### config.mk
export PLATFORM = sky130hd
export DESIGN_NAME = matrix_calc_top
export DESIGN_NICKNAME = d
export VERILOG_FILES = /design/src/common/matrix_pkg.sv /design/src/common/calc_pkg.sv /design/src/source/matrix_store.sv /design/src/entry/entry_ctrl.sv /design/src/calc/op_check.sv /design/src/print/matrix_printer.sv /design/src/source/matrix_calc_top.sv
export SDC_FILE = /design/constraint.sdc
export NUM_CORES = 1
export LEC_CHECK = 0
export ABC_CLOCK_PERIOD_IN_PS = 10600
export BUFFER_PORTS_ARGS = -buffer_cell sky130_fd_sc_hd__buf_2
export CORE_UTILIZATION = 50
export CTS_CLUSTER_DIAMETER = 100
export DETAILED_ROUTE_END_ITERATION = 12
export PLACE_DENSITY = 0.79
export SYNTH_ARGS = -nofsm -noshare
export SYNTH_HDL_FRONTEND = slang
export SYNTH_HIERARCHICAL = 1
export SYNTH_SLANG_ARGS = --single-unit
### constraint.sdc
create_clock -name clk -period 10.6 [get_ports clk]
set_input_delay 1.59 -clock clk [delete_from_list [all_inputs] [get_ports clk]]
set_output_delay 1.59 -clock clk [all_outputs]
set_load 0.1 [all_outputs]
### src/common/matrix_pkg.sv
`default_nettype none

package matrix_pkg;

    // --------------------------------------------------
    // Matrix geometry
    // --------------------------------------------------
    localparam int MAX_DIM = 5;                 // Largest row or column count

    typedef logic [2:0]         dim_t;          // Row or column count, or an index
    typedef logic signed [15:0] elem_t;
    typedef logic [1:0]         slot_t;

    // Zero dimensions mark an empty slot
    typedef struct packed {
        dim_t m;
        dim_t n;
    } mat_dim_t;

    typedef struct packed {
        slot_t slot;
        dim_t  row;
        dim_t  col;
    } mat_addr_t;

    typedef struct packed {
        mat_addr_t addr;
        elem_t     data;
        logic      we;
    } mem_wr_t;

endpackage

`default_nettype wire

### src/common/calc_pkg.sv
`default_nettype none

package calc_pkg;

    typedef enum logic [2:0] {
        op_add = 3'd0,
        op_sub = 3'd1,
        op_mul = 3'd2,
        op_sca = 3'd3,  // Scalar multiply
        op_tra = 3'd4   // Transpose
    } opcode_t;

    // --------------------------------------------------
    // ASCII characters used by the printer
    // --------------------------------------------------
    localparam logic [7:0] CH_OPEN  = 8'h5B;   // '['
    localparam logic [7:0] CH_CLOSE = 8'h5D;   // ']'
    localparam logic [7:0] CH_SPACE = 8'h20;
    localparam logic [7:0] CH_LF    = 8'h0A;
    localparam logic [7:0] CH_MINUS = 8'h2D;
    localparam logic [7:0] CH_ZERO  = 8'h30;   // Digits are offset from here

endpackage

`default_nettype wire

### src/source/matrix_store.sv
`default_nettype none

module matrix_store import matrix_pkg::*; #(
    parameter int NUM_SLOTS = 3
) (
    input  wire logic      clk,
    input  wire logic      rst_n,
    input  wire mem_wr_t   mem_wr,
    input  wire logic      dim_we,
    input  wire mat_dim_t  dim_wr,
    input  wire slot_t     dim_slot,
    input  wire mat_addr_t rd_addr,
    output elem_t          rd_data,
    output mat_dim_t       dims [NUM_SLOTS]
);

    localparam int SLOT_WORDS = MAX_DIM * MAX_DIM;

    elem_t mem [NUM_SLOTS * SLOT_WORDS];

    // Flat word index in slot major then row major order
    function automatic int word_idx(mat_addr_t a);
        return int'(a.slot) * SLOT_WORDS + int'(a.row) * MAX_DIM + int'(a.col);
    endfunction

    function automatic logic addr_ok(mat_addr_t a);
        return (a.slot < NUM_SLOTS) && (a.row < MAX_DIM) && (a.col < MAX_DIM);
    endfunction

    always_ff @(posedge clk) begin
        if (mem_wr.we && addr_ok(mem_wr.addr)) begin
            mem[word_idx(mem_wr.addr)] <= mem_wr.data;
        end
        rd_data <= addr_ok(rd_addr) ? mem[word_idx(rd_addr)] : '0;  // One-cycle read
    end

    // Per-slot dimensions that reset to empty
    always_ff @(posedge clk or negedge rst_n) begin
        if (!rst_n) begin
            for (int s = 0; s < NUM_SLOTS; s++) begin
                dims[s] <= '0;
            end
        end else if (dim_we && (dim_slot < NUM_SLOTS)) begin
            dims[dim_slot] <= dim_wr;
        end
    end

endmodule

`default_nettype wire

### src/entry/entry_ctrl.sv
`default_nettype none

module entry_ctrl import matrix_pkg::*; (
    input  wire logic  clk,
    input  wire logic  rst_n,
    input  wire logic  entry_start,
    input  wire slot_t entry_slot,
    input  wire elem_t num,
    input  wire logic  num_valid,
    output mem_wr_t    mem_wr,
    output logic       dim_we,
    output mat_dim_t   dim_wr,
    output logic       entry_done,
    output logic       entry_error
);

    typedef logic [4:0] cnt_t;  // Up to MAX_DIM * MAX_DIM

    logic     active;           // Entry in progress
    logic     have_m;
    logic     dims_ok;          // Dimensions accepted and elements follow
    slot_t    slot_q;
    dim_t     m_q;
    mat_dim_t dim_q;
    cnt_t     count;
    cnt_t     total;
    logic     in_range;

    assign in_range = (num > 0) && (num <= elem_t'(MAX_DIM));

    // Second dimension goes straight to the store
    assign dim_we = active && num_valid && !dims_ok && have_m && in_range;
    assign dim_wr = '{m: m_q, n: dim_t'(num)};

    // Element count split into row and column
    always_comb begin
        mem_wr.addr.slot = slot_q;
        mem_wr.addr.row  = dim_t'(count / cnt_t'(dim_q.n));
        mem_wr.addr.col  = dim_t'(count % cnt_t'(dim_q.n));
        mem_wr.data      = num;
        mem_wr.we        = active && dims_ok && num_valid;
    end

    always_ff @(posedge clk or negedge rst_n) begin
        if (!rst_n) begin
            active      <= 1'b0;
            have_m      <= 1'b0;
            dims_ok     <= 1'b0;
            slot_q      <= '0;
            m_q         <= '0;
            dim_q       <= '0;
            count       <= '0;
            total       <= '0;
            entry_done  <= 1'b0;
            entry_error <= 1'b0;
        end else begin
            entry_done  <= 1'b0;
            entry_error <= 1'b0;
            if (entry_start) begin
                active  <= 1'b1;
                slot_q  <= entry_slot;
                have_m  <= 1'b0;
                dims_ok <= 1'b0;
                count   <= '0;
            end else if (active && num_valid) begin
                if (!dims_ok) begin
                    if (!in_range) begin
                        entry_error <= 1'b1;    // Start the pair over
                        have_m      <= 1'b0;
                    end else if (!have_m) begin
                        m_q    <= dim_t'(num);
                        have_m <= 1'b1;
                    end else begin
                        dim_q   <= dim_wr;
                        total   <= cnt_t'(m_q) * cnt_t'(dim_wr.n);
                        dims_ok <= 1'b1;
                    end
                end else begin
                    count <= count + 5'd1;
                    if (count + 5'd1 == total) begin
                        entry_done <= 1'b1;
                        active     <= 1'b0;
                    end
                end
            end
        end
    end

endmodule

`default_nettype wire

### src/calc/op_check.sv
`default_nettype none

module op_check import matrix_pkg::*; import calc_pkg::*; #(
    parameter int NUM_SLOTS = 3
) (
    input  wire logic     clk,
    input  wire logic     rst_n,
    input  wire logic     check_req,
    input  wire opcode_t  opcode,
    input  wire slot_t    slot_a,
    input  wire slot_t    slot_b,
    input  wire mat_dim_t dims [NUM_SLOTS],
    output logic          check_valid,
    output logic          check_invalid
);

    mat_dim_t dim_a;
    mat_dim_t dim_b;
    logic     pass;

    always_comb begin
        dim_a = (slot_a < NUM_SLOTS) ? dims[slot_a] : '0;   // Missing slot reads empty
        dim_b = (slot_b < NUM_SLOTS) ? dims[slot_b] : '0;
        case (opcode)
            op_add, op_sub: pass = (dim_a == dim_b) && (dim_a.m != '0);
            op_mul:         pass = (dim_a.n == dim_b.m) && (dim_a.m != '0) && (dim_b.m != '0);
            op_sca, op_tra: pass = (dim_a.m != '0);
            default:        pass = 1'b0;
        endcase
    end

    always_ff @(posedge clk or negedge rst_n) begin
        if (!rst_n) begin
            check_valid   <= 1'b0;
            check_invalid <= 1'b0;
        end else begin
            check_valid   <= check_req && pass;
            check_invalid <= check_req && !pass;
        end
    end

endmodule

`default_nettype wire

### src/print/matrix_printer.sv
`default_nettype none

module matrix_printer import matrix_pkg::*; import calc_pkg::*; #(
    parameter int NUM_SLOTS = 3
) (
    input  wire logic     clk,
    input  wire logic     rst_n,
    input  wire logic     print_req,
    input  wire slot_t    print_slot,
    input  wire mat_dim_t dims [NUM_SLOTS],
    input  wire elem_t    rd_data,
    input  wire logic     tx_busy,
    output mat_addr_t     rd_addr,
    output logic [7:0]    tx_data,
    output logic          tx_start,
    output logic          print_done
);

    typedef enum logic [3:0] {
        S_IDLE, S_OPEN, S_READ, S_LATCH, S_CONV, S_SIGN,
        S_DIGIT, S_SEP, S_CLOSE, S_LF, S_DONE
    } state_t;

    state_t     state;
    slot_t      slot_q;
    mat_dim_t   dim_q;
    dim_t       row;
    dim_t       col;
    logic [2:0] conv_cnt;
    logic [2:0] send_idx;       // Next digit to send, highest first
    logic       neg;
    logic [15:0] mag;
    logic [3:0] digits [5];     // Ones digit at index 0
    logic       can_send;
    logic       last_col;
    logic       last_row;

    // One byte per busy-free gap and never back to back
    assign can_send = !tx_busy && !tx_start;
    assign last_col = (col == dim_q.n - 3'd1);
    assign last_row = (row == dim_q.m - 3'd1);
    assign rd_addr  = '{slot: slot_q, row: row, col: col};

    // --------------------------------------------------
    // Element datapath
    // --------------------------------------------------
    always_ff @(posedge clk) begin
        case (state)
            S_LATCH: begin
                neg <= rd_data[15];
                mag <= rd_data[15] ? 16'(-rd_data) : 16'(rd_data);
            end
            S_CONV: begin
                digits[conv_cnt] <= 4'(mag % 16'd10);
                mag              <= mag / 16'd10;
            end
            default: ;
        endcase
    end

    // --------------------------------------------------
    // Byte sequencer
    // --------------------------------------------------
    always_ff @(posedge clk or negedge rst_n) begin
        if (!rst_n) begin
            state      <= S_IDLE;
            slot_q     <= '0;
            dim_q      <= '0;
            row        <= '0;
            col        <= '0;
            conv_cnt   <= '0;
            send_idx   <= '0;
            tx_data    <= '0;
            tx_start   <= 1'b0;
            print_done <= 1'b0;
        end else begin
            tx_start   <= 1'b0;
            print_done <= 1'b0;
            case (state)
                S_IDLE: begin
                    if (print_req) begin
                        slot_q <= print_slot;
                        dim_q  <= (print_slot < NUM_SLOTS) ? dims[print_slot] : '0;
                        row    <= '0;
                        col    <= '0;
                        state  <= S_OPEN;
                    end
                end
                S_OPEN: begin
                    if (can_send) begin
                        tx_data  <= CH_OPEN;
                        tx_start <= 1'b1;
                        state    <= (dim_q.m == '0) ? S_CLOSE : S_READ;  // Empty prints []
                    end
                end
                S_READ: state <= S_LATCH;   // Store answers next cycle
                S_LATCH: begin
                    conv_cnt <= '0;
                    send_idx <= '0;
                    state    <= S_CONV;
                end
                S_CONV: begin
                    if (mag % 16'd10 != '0) begin
                        send_idx <= conv_cnt;   // Highest nonzero digit wins
                    end
                    conv_cnt <= conv_cnt + 3'd1;
                    if (conv_cnt == 3'd4) begin
                        state <= neg ? S_SIGN : S_DIGIT;
                    end
                end
                S_SIGN: begin
                    if (can_send) begin
                        tx_data  <= CH_MINUS;
                        tx_start <= 1'b1;
                        state    <= S_DIGIT;
                    end
                end
                S_DIGIT: begin
                    if (can_send) begin
                        tx_data  <= CH_ZERO + 8'(digits[send_idx]);
                        tx_start <= 1'b1;
                        if (send_idx == '0) begin
                            state <= S_SEP;
                        end else begin
                            send_idx <= send_idx - 3'd1;
                        end
                    end
                end
                S_SEP: begin
                    if (last_col && last_row) begin
                        state <= S_CLOSE;
                    end else if (can_send) begin
                        tx_start <= 1'b1;
                        state    <= S_READ;
                        if (!last_col) begin
                            tx_data <= CH_SPACE;
                            col     <= col + 3'd1;
                        end else begin
                            tx_data <= CH_LF;   // Next row
                            row     <= row + 3'd1;
                            col     <= '0;
                        end
                    end
                end
                S_CLOSE: begin
                    if (can_send) begin
                        tx_data  <= CH_CLOSE;
                        tx_start <= 1'b1;
                        state    <= S_LF;
                    end
                end
                S_LF: begin
                    if (can_send) begin
                        tx_data  <= CH_LF;
                        tx_start <= 1'b1;
                        state    <= S_DONE;
                    end
                end
                S_DONE: begin
                    print_done <= 1'b1;
                    state      <= S_IDLE;
                end
                default: state <= S_IDLE;
            endcase
        end
    end

endmodule

`default_nettype wire

### src/source/matrix_calc_top.sv
`default_nettype none

module matrix_calc_top import matrix_pkg::*; import calc_pkg::*; #(
    parameter int NUM_SLOTS = 3
) (
    input  wire logic    clk,
    input  wire logic    rst_n,
    // Matrix entry
    input  wire logic    entry_start,
    input  wire slot_t   entry_slot,
    input  wire elem_t   num,
    input  wire logic    num_valid,
    output logic         entry_done,
    output logic         entry_error,
    // Operand check
    input  wire logic    check_req,
    input  wire opcode_t opcode,
    input  wire slot_t   slot_a,
    input  wire slot_t   slot_b,
    output logic         check_valid,
    output logic         check_invalid,
    // Print to byte transmitter
    input  wire logic    print_req,
    input  wire slot_t   print_slot,
    input  wire logic    tx_busy,
    output logic [7:0]   tx_data,
    output logic         tx_start,
    output logic         print_done
);

    mem_wr_t   mem_wr;
    logic      dim_we;
    mat_dim_t  dim_wr;
    mat_addr_t rd_addr;
    elem_t     rd_data;
    mat_dim_t  dims [NUM_SLOTS];

    entry_ctrl entry_ctrl_inst (
        .clk, .rst_n, .entry_start, .entry_slot, .num, .num_valid,
        .mem_wr, .dim_we, .dim_wr, .entry_done, .entry_error
    );

    // Dimension writes go to the slot being entered
    matrix_store #(.NUM_SLOTS(NUM_SLOTS)) matrix_store_inst (
        .clk, .rst_n, .mem_wr, .dim_we, .dim_wr,
        .dim_slot (mem_wr.addr.slot),
        .rd_addr, .rd_data, .dims
    );

    op_check #(.NUM_SLOTS(NUM_SLOTS)) op_check_inst (
        .clk, .rst_n, .check_req, .opcode, .slot_a, .slot_b, .dims,
        .check_valid, .check_invalid
    );

    matrix_printer #(.NUM_SLOTS(NUM_SLOTS)) matrix_printer_inst (
        .clk, .rst_n, .print_req, .print_slot, .dims, .rd_data, .tx_busy,
        .rd_addr, .tx_data, .tx_start, .print_done
    );

endmodule

`default_nettype wire

==> results.py <==
metrics = {
    "outcome": {
        "outcome": "finished, final reports clean",
    },
    "sta": {
        "period_minus_slack_ns": 10.18,
        "tns_ns": 0,
        "skew_ns": 0.0349,
        "fmax_mhz": 98.3,
        "hold_viol": 0,
        "period_share": 0.960,
        "slew_headroom": 0.154,
        "tightestPinTransition_ns": 1.27,
        "finalMaxSlewViolations": 0,
        "setup_viol": 0,
    },
    "critical_path": {
        "r2r_end": "matrix_store_inst/mem[39][5]$_DFFE_PP_",
        "critPathMaxStageDelay_ns": 0.55,
        "crit_family": "adder cells",
        "start_kind": "flip-flop",
        "cpMostUsedCell": "ha_1",
        "rrSetupSlack_ns": 0.42,
        "end_kind": "flip-flop",
        "r2r_start": "entry_ctrl_inst/dim_q[0]$_DFFE_PN0P_",
        "endpoint": "matrix_store_inst/mem[39][5]$_DFFE_PP_",
        "critPathLaunch": "entry_ctrl_inst/dim_q[0]$_DFFE_PN0P_",
        "crit_buf_inv": 4,
        "arrival_ns": 10.61,
        "critical_path_class": "reg -> reg",
        "rr_worst_depth": 40,
        "slowest_stage": "fa_1",
        "path_max_fanout": 9,
        "cp.depth": 40,
        "worstPathRequired_ns": 11.04,
    },
    "grt": {
        "grt_usage": 0.236,
        "overflow": 0,
        "grt_pass1_vias": 30300,
        "antenna_found_initial": 1,
        "grt_max_degree": 138,
        "grt_pass1_wl_um": 201000,
    },
    "finish": {
        "fill_cells": 8074,
        "fin_nets": 3409,
        "multiInputGateArea_um2": 16000,
        "final_cell_mix": "edfxtp_1, mux4_2, nor2_1, clkbuf_16, mux2i_1",
        "finalNonFillerCells": 4911,
        "drive_above_1_share": 0.223,
        "area_delta_synth_final_pct": 11.3,
        "seq_area_um2": 39400,
        "layout_commonest_cell": "edfxtp_1",
    },
    "floorplanning": {
        "num_rows": 123,
        "die_h_um": 339,
        "floorplan.die_area_um2": 115000,
        "fp.dieW_um": 339,
        "boundaryPins": 48,
        "initial_core_util": 0.504,
        "core-area_um2": 112000,
    },
    "cts": {
        "h-tree-depth": 4,
        "clk_latency_ns": 0.76,
        "ctsRootBufferMaster": "clkbuf_16",
        "hold_buffers": 0,
        "clk_pin_slew_ns": 0.06,
        "cts-buffers-inserted": 131,
        "cts_sinks": 1329,
        "clock_path_buffers": 3,
        "cts_tree": "built",
    },
    "logic_synthesis": {
        "synth.yosys.warnings": 6,
        "synth-main-ff-cell": "edfxtp_1",
        "syn_nets": 3292,
        "synth_area_um2": 56700,
        "postSynthAreaPerCell_um2": 17.8,
        "ys_seq_area_frac": 0.694,
        "synthArstFlopShare": 0.0572,
        "synth_seq_cells": 1329,
        "synth_area_leaders": "edfxtp_1, mux4_2, dfrtp_1",
        "synth_top_area_frac": 0.655,
        "synthCells": 3187,
        "synth_top_area_cell": "edfxtp_1",
        "synth_cell_types": 109,
        "synth_edf_count": 1237,
    },
    "detailed_routing": {
        "drc": 0,
        "post_drt_wl_per_cell_um": 27.6,
        "drtIter0Drc": 4513,
        "postRouteAntennaNets": 0,
        "vias": 31200,
        "drt_wl_total_um": 135000,
        "firstDrtPassIters": 9,
        "post_drt_via_cell_ratio": 6.35,
    },
    "placement": {
        "gp_congestion": 0.934,
        "port_buffers": 46,
        "detailed_place_hpwl_um": 79100,
        "numPlacedInstances": 4670,
    },
    "min_path": {
        "min_path_cells": 2,
        "min_path_type": "reg -> reg",
    },
    "power_and_ir_drop": {
        "powerDensity_nw_per_um2": 342,
        "power_frac_comb": 0.495,
        "power_uw": 21600,
        "power.switching_uw": 8500,
        "clkPwrFrac": 0.214,
        "sequentialPowerShare": 0.291,
        "ir_worst_vdd_mv": 0.633,
        "p_int_uw": 13100,
        "sw_frac_of_total": 0.394,
        "leakagePower_uw": 0.0208,
    },
    "run": {
        "max-cap-violations": 0,
    },
}
-- how the worst min path moves through the flow --
stage,from,end,slack [ns]
floorplan,entry_ctrl_inst/total[0]$_DFFE_PN0P_,entry_ctrl_inst/total[0]$_DFFE_PN0P_,0.47
global placement,matrix_printer_inst/tx_data[6]$_DFFE_PN0P_,matrix_printer_inst/tx_data[6]$_DFFE_PN0P_,0.46
detailed placement,matrix_printer_inst/tx_data[3]$_DFFE_PN0P_,matrix_printer_inst/tx_data[3]$_DFFE_PN0P_,0.47
CTS,matrix_printer_inst/tx_data[3]$_DFFE_PN0P_,matrix_printer_inst/tx_data[3]$_DFFE_PN0P_,0.48
global route,matrix_printer_inst/tx_data[3]$_DFFE_PN0P_,matrix_printer_inst/tx_data[3]$_DFFE_PN0P_,0.51
finish,matrix_printer_inst/tx_data[3]$_DFFE_PN0P_,matrix_printer_inst/tx_data[3]$_DFFE_PN0P_,0.47
-- cells in the mapped netlist, types with 9 or more instances --
cell type and count:
inv_1 65, nand3_1 56, buf_6 33, mux2_2 45
mux4_2 280, o31ai_1 10, and2_1 12, a221oi_1 13
nor2_1 165, o21ai_0 69, a31oi_1 10, nor2b_1 32
dfrtp_1 76, nor4_1 12, nor3b_1 12, a21o_1 10
nand2_1 122, xnor2_1 37, nor3_1 30, o22ai_1 21
and3_1 9, edfxtp_1 1237, dfxtp_1 16, xor2_1 25
nand2b_1 28, a22o_1 13, buf_2 41, or3_1 12
mux2i_1 119, o211ai_1 19, nand4_1 9, a21oi_1 86
buf_4 41, a211oi_1 34, ha_1 60, a221o_1 15
o21a_1 9, o21ai_1 20, fa_1 11, a22oi_1 30
clkbuf_1 69
-- through the flow --
step                      area [um2]  hold slack (ns)  utilization  setup slack [ns]
final                          63100            0.473        0.561             0.424
after global routing           63100            0.511        0.561           -0.0214
after CTS                      63000            0.481        0.560           0.00534
after detailed placement       58700            0.468        0.522           0.00117
after global placement         58700            0.458        0.522             0.235
after floorplan                56700            0.469            -             0.757
-- sequential cells by signal, summed over array words and instances, names as in the netlist, 2 cells and up --
register	cells
matrix_printer_inst/dim_q	6
matrix_store_inst/rd_data	16
entry_ctrl_inst/m_q	3
entry_ctrl_inst/slot_q	2
matrix_store_inst/dims	18
entry_ctrl_inst/dim_q	3
entry_ctrl_inst/count	5
matrix_printer_inst/state	4
entry_ctrl_inst/total	5
matrix_printer_inst/digits	20
matrix_printer_inst/tx_data	7
matrix_printer_inst/send_idx	3
matrix_printer_inst/conv_cnt	3
matrix_printer_inst/slot_q	2
matrix_store_inst/mem	1200
matrix_printer_inst/mag	16
matrix_printer_inst/row	3
matrix_printer_inst/col	3
-- per-layer routing --
layer | GRT usage | vias to the layer above | part of all wire
met3 | 0.0553 | 269 | 0.12
li1 | - | 13100 | -
met1 | 0.335 | 15800 | 0.39
met4 | 0.0793 | 0 | 0.031
met2 | 0.363 | 2078 | 0.46
met5 | 0 | - | 0
-- kinds of logic after synthesis --
group,share of synthesized area
buffers and inverters,0.0251
XOR/XNOR,0.00986
flip-flops,0.694
AND/OR/NAND/NOR,0.0493
multiplexers,0.147
other,0.0000661
AO/OA/AOI/OAI,0.0571
adder cells (fa/ha/maj),0.0177
-- what timing repair did --
action	in CTS	in global routing
setup endpoints to repair	163	1200
pin swaps	0	2
gates resized for setup	4	27
setup buffers	0	1
-- power by group through the flow --
stage	sequential, uW	clock [uW]	combinational (uW)
finish	6270	4610	10700
global placement	6370	0	10200
CTS	6270	4660	10500
floorplan	6300	0	7970
global route	6300	4860	11200
detailed placement	6380	0	10400
-- worst register-to-register path: cells and delay by family, from the launching register on --
family / cells / cell delay [ns]
simple gates: 15 / 3.42
xor+xnor: 1 / 0.24
fa+ha+maj: 10 / 3.42
flops: 1 / 0.40
buf+inv: 4 / 0.48
compound gates: 9 / 1.55
mux: 1 / 0.35
-- final cells by class --
cell class | count | area share
inverters | 69 | 0.00410
flip-flops and latches | 1329 | 0.624
multi-input cells | 1600 | 0.254
clock buffers | 154 | 0.0543
diodes | 1 | 0.0000397
repair buffers | 173 | 0.0199
well taps | 1500 | 0.0297
clock inverters | 85 | 0.0137
(Power assumes the default switching activity.)
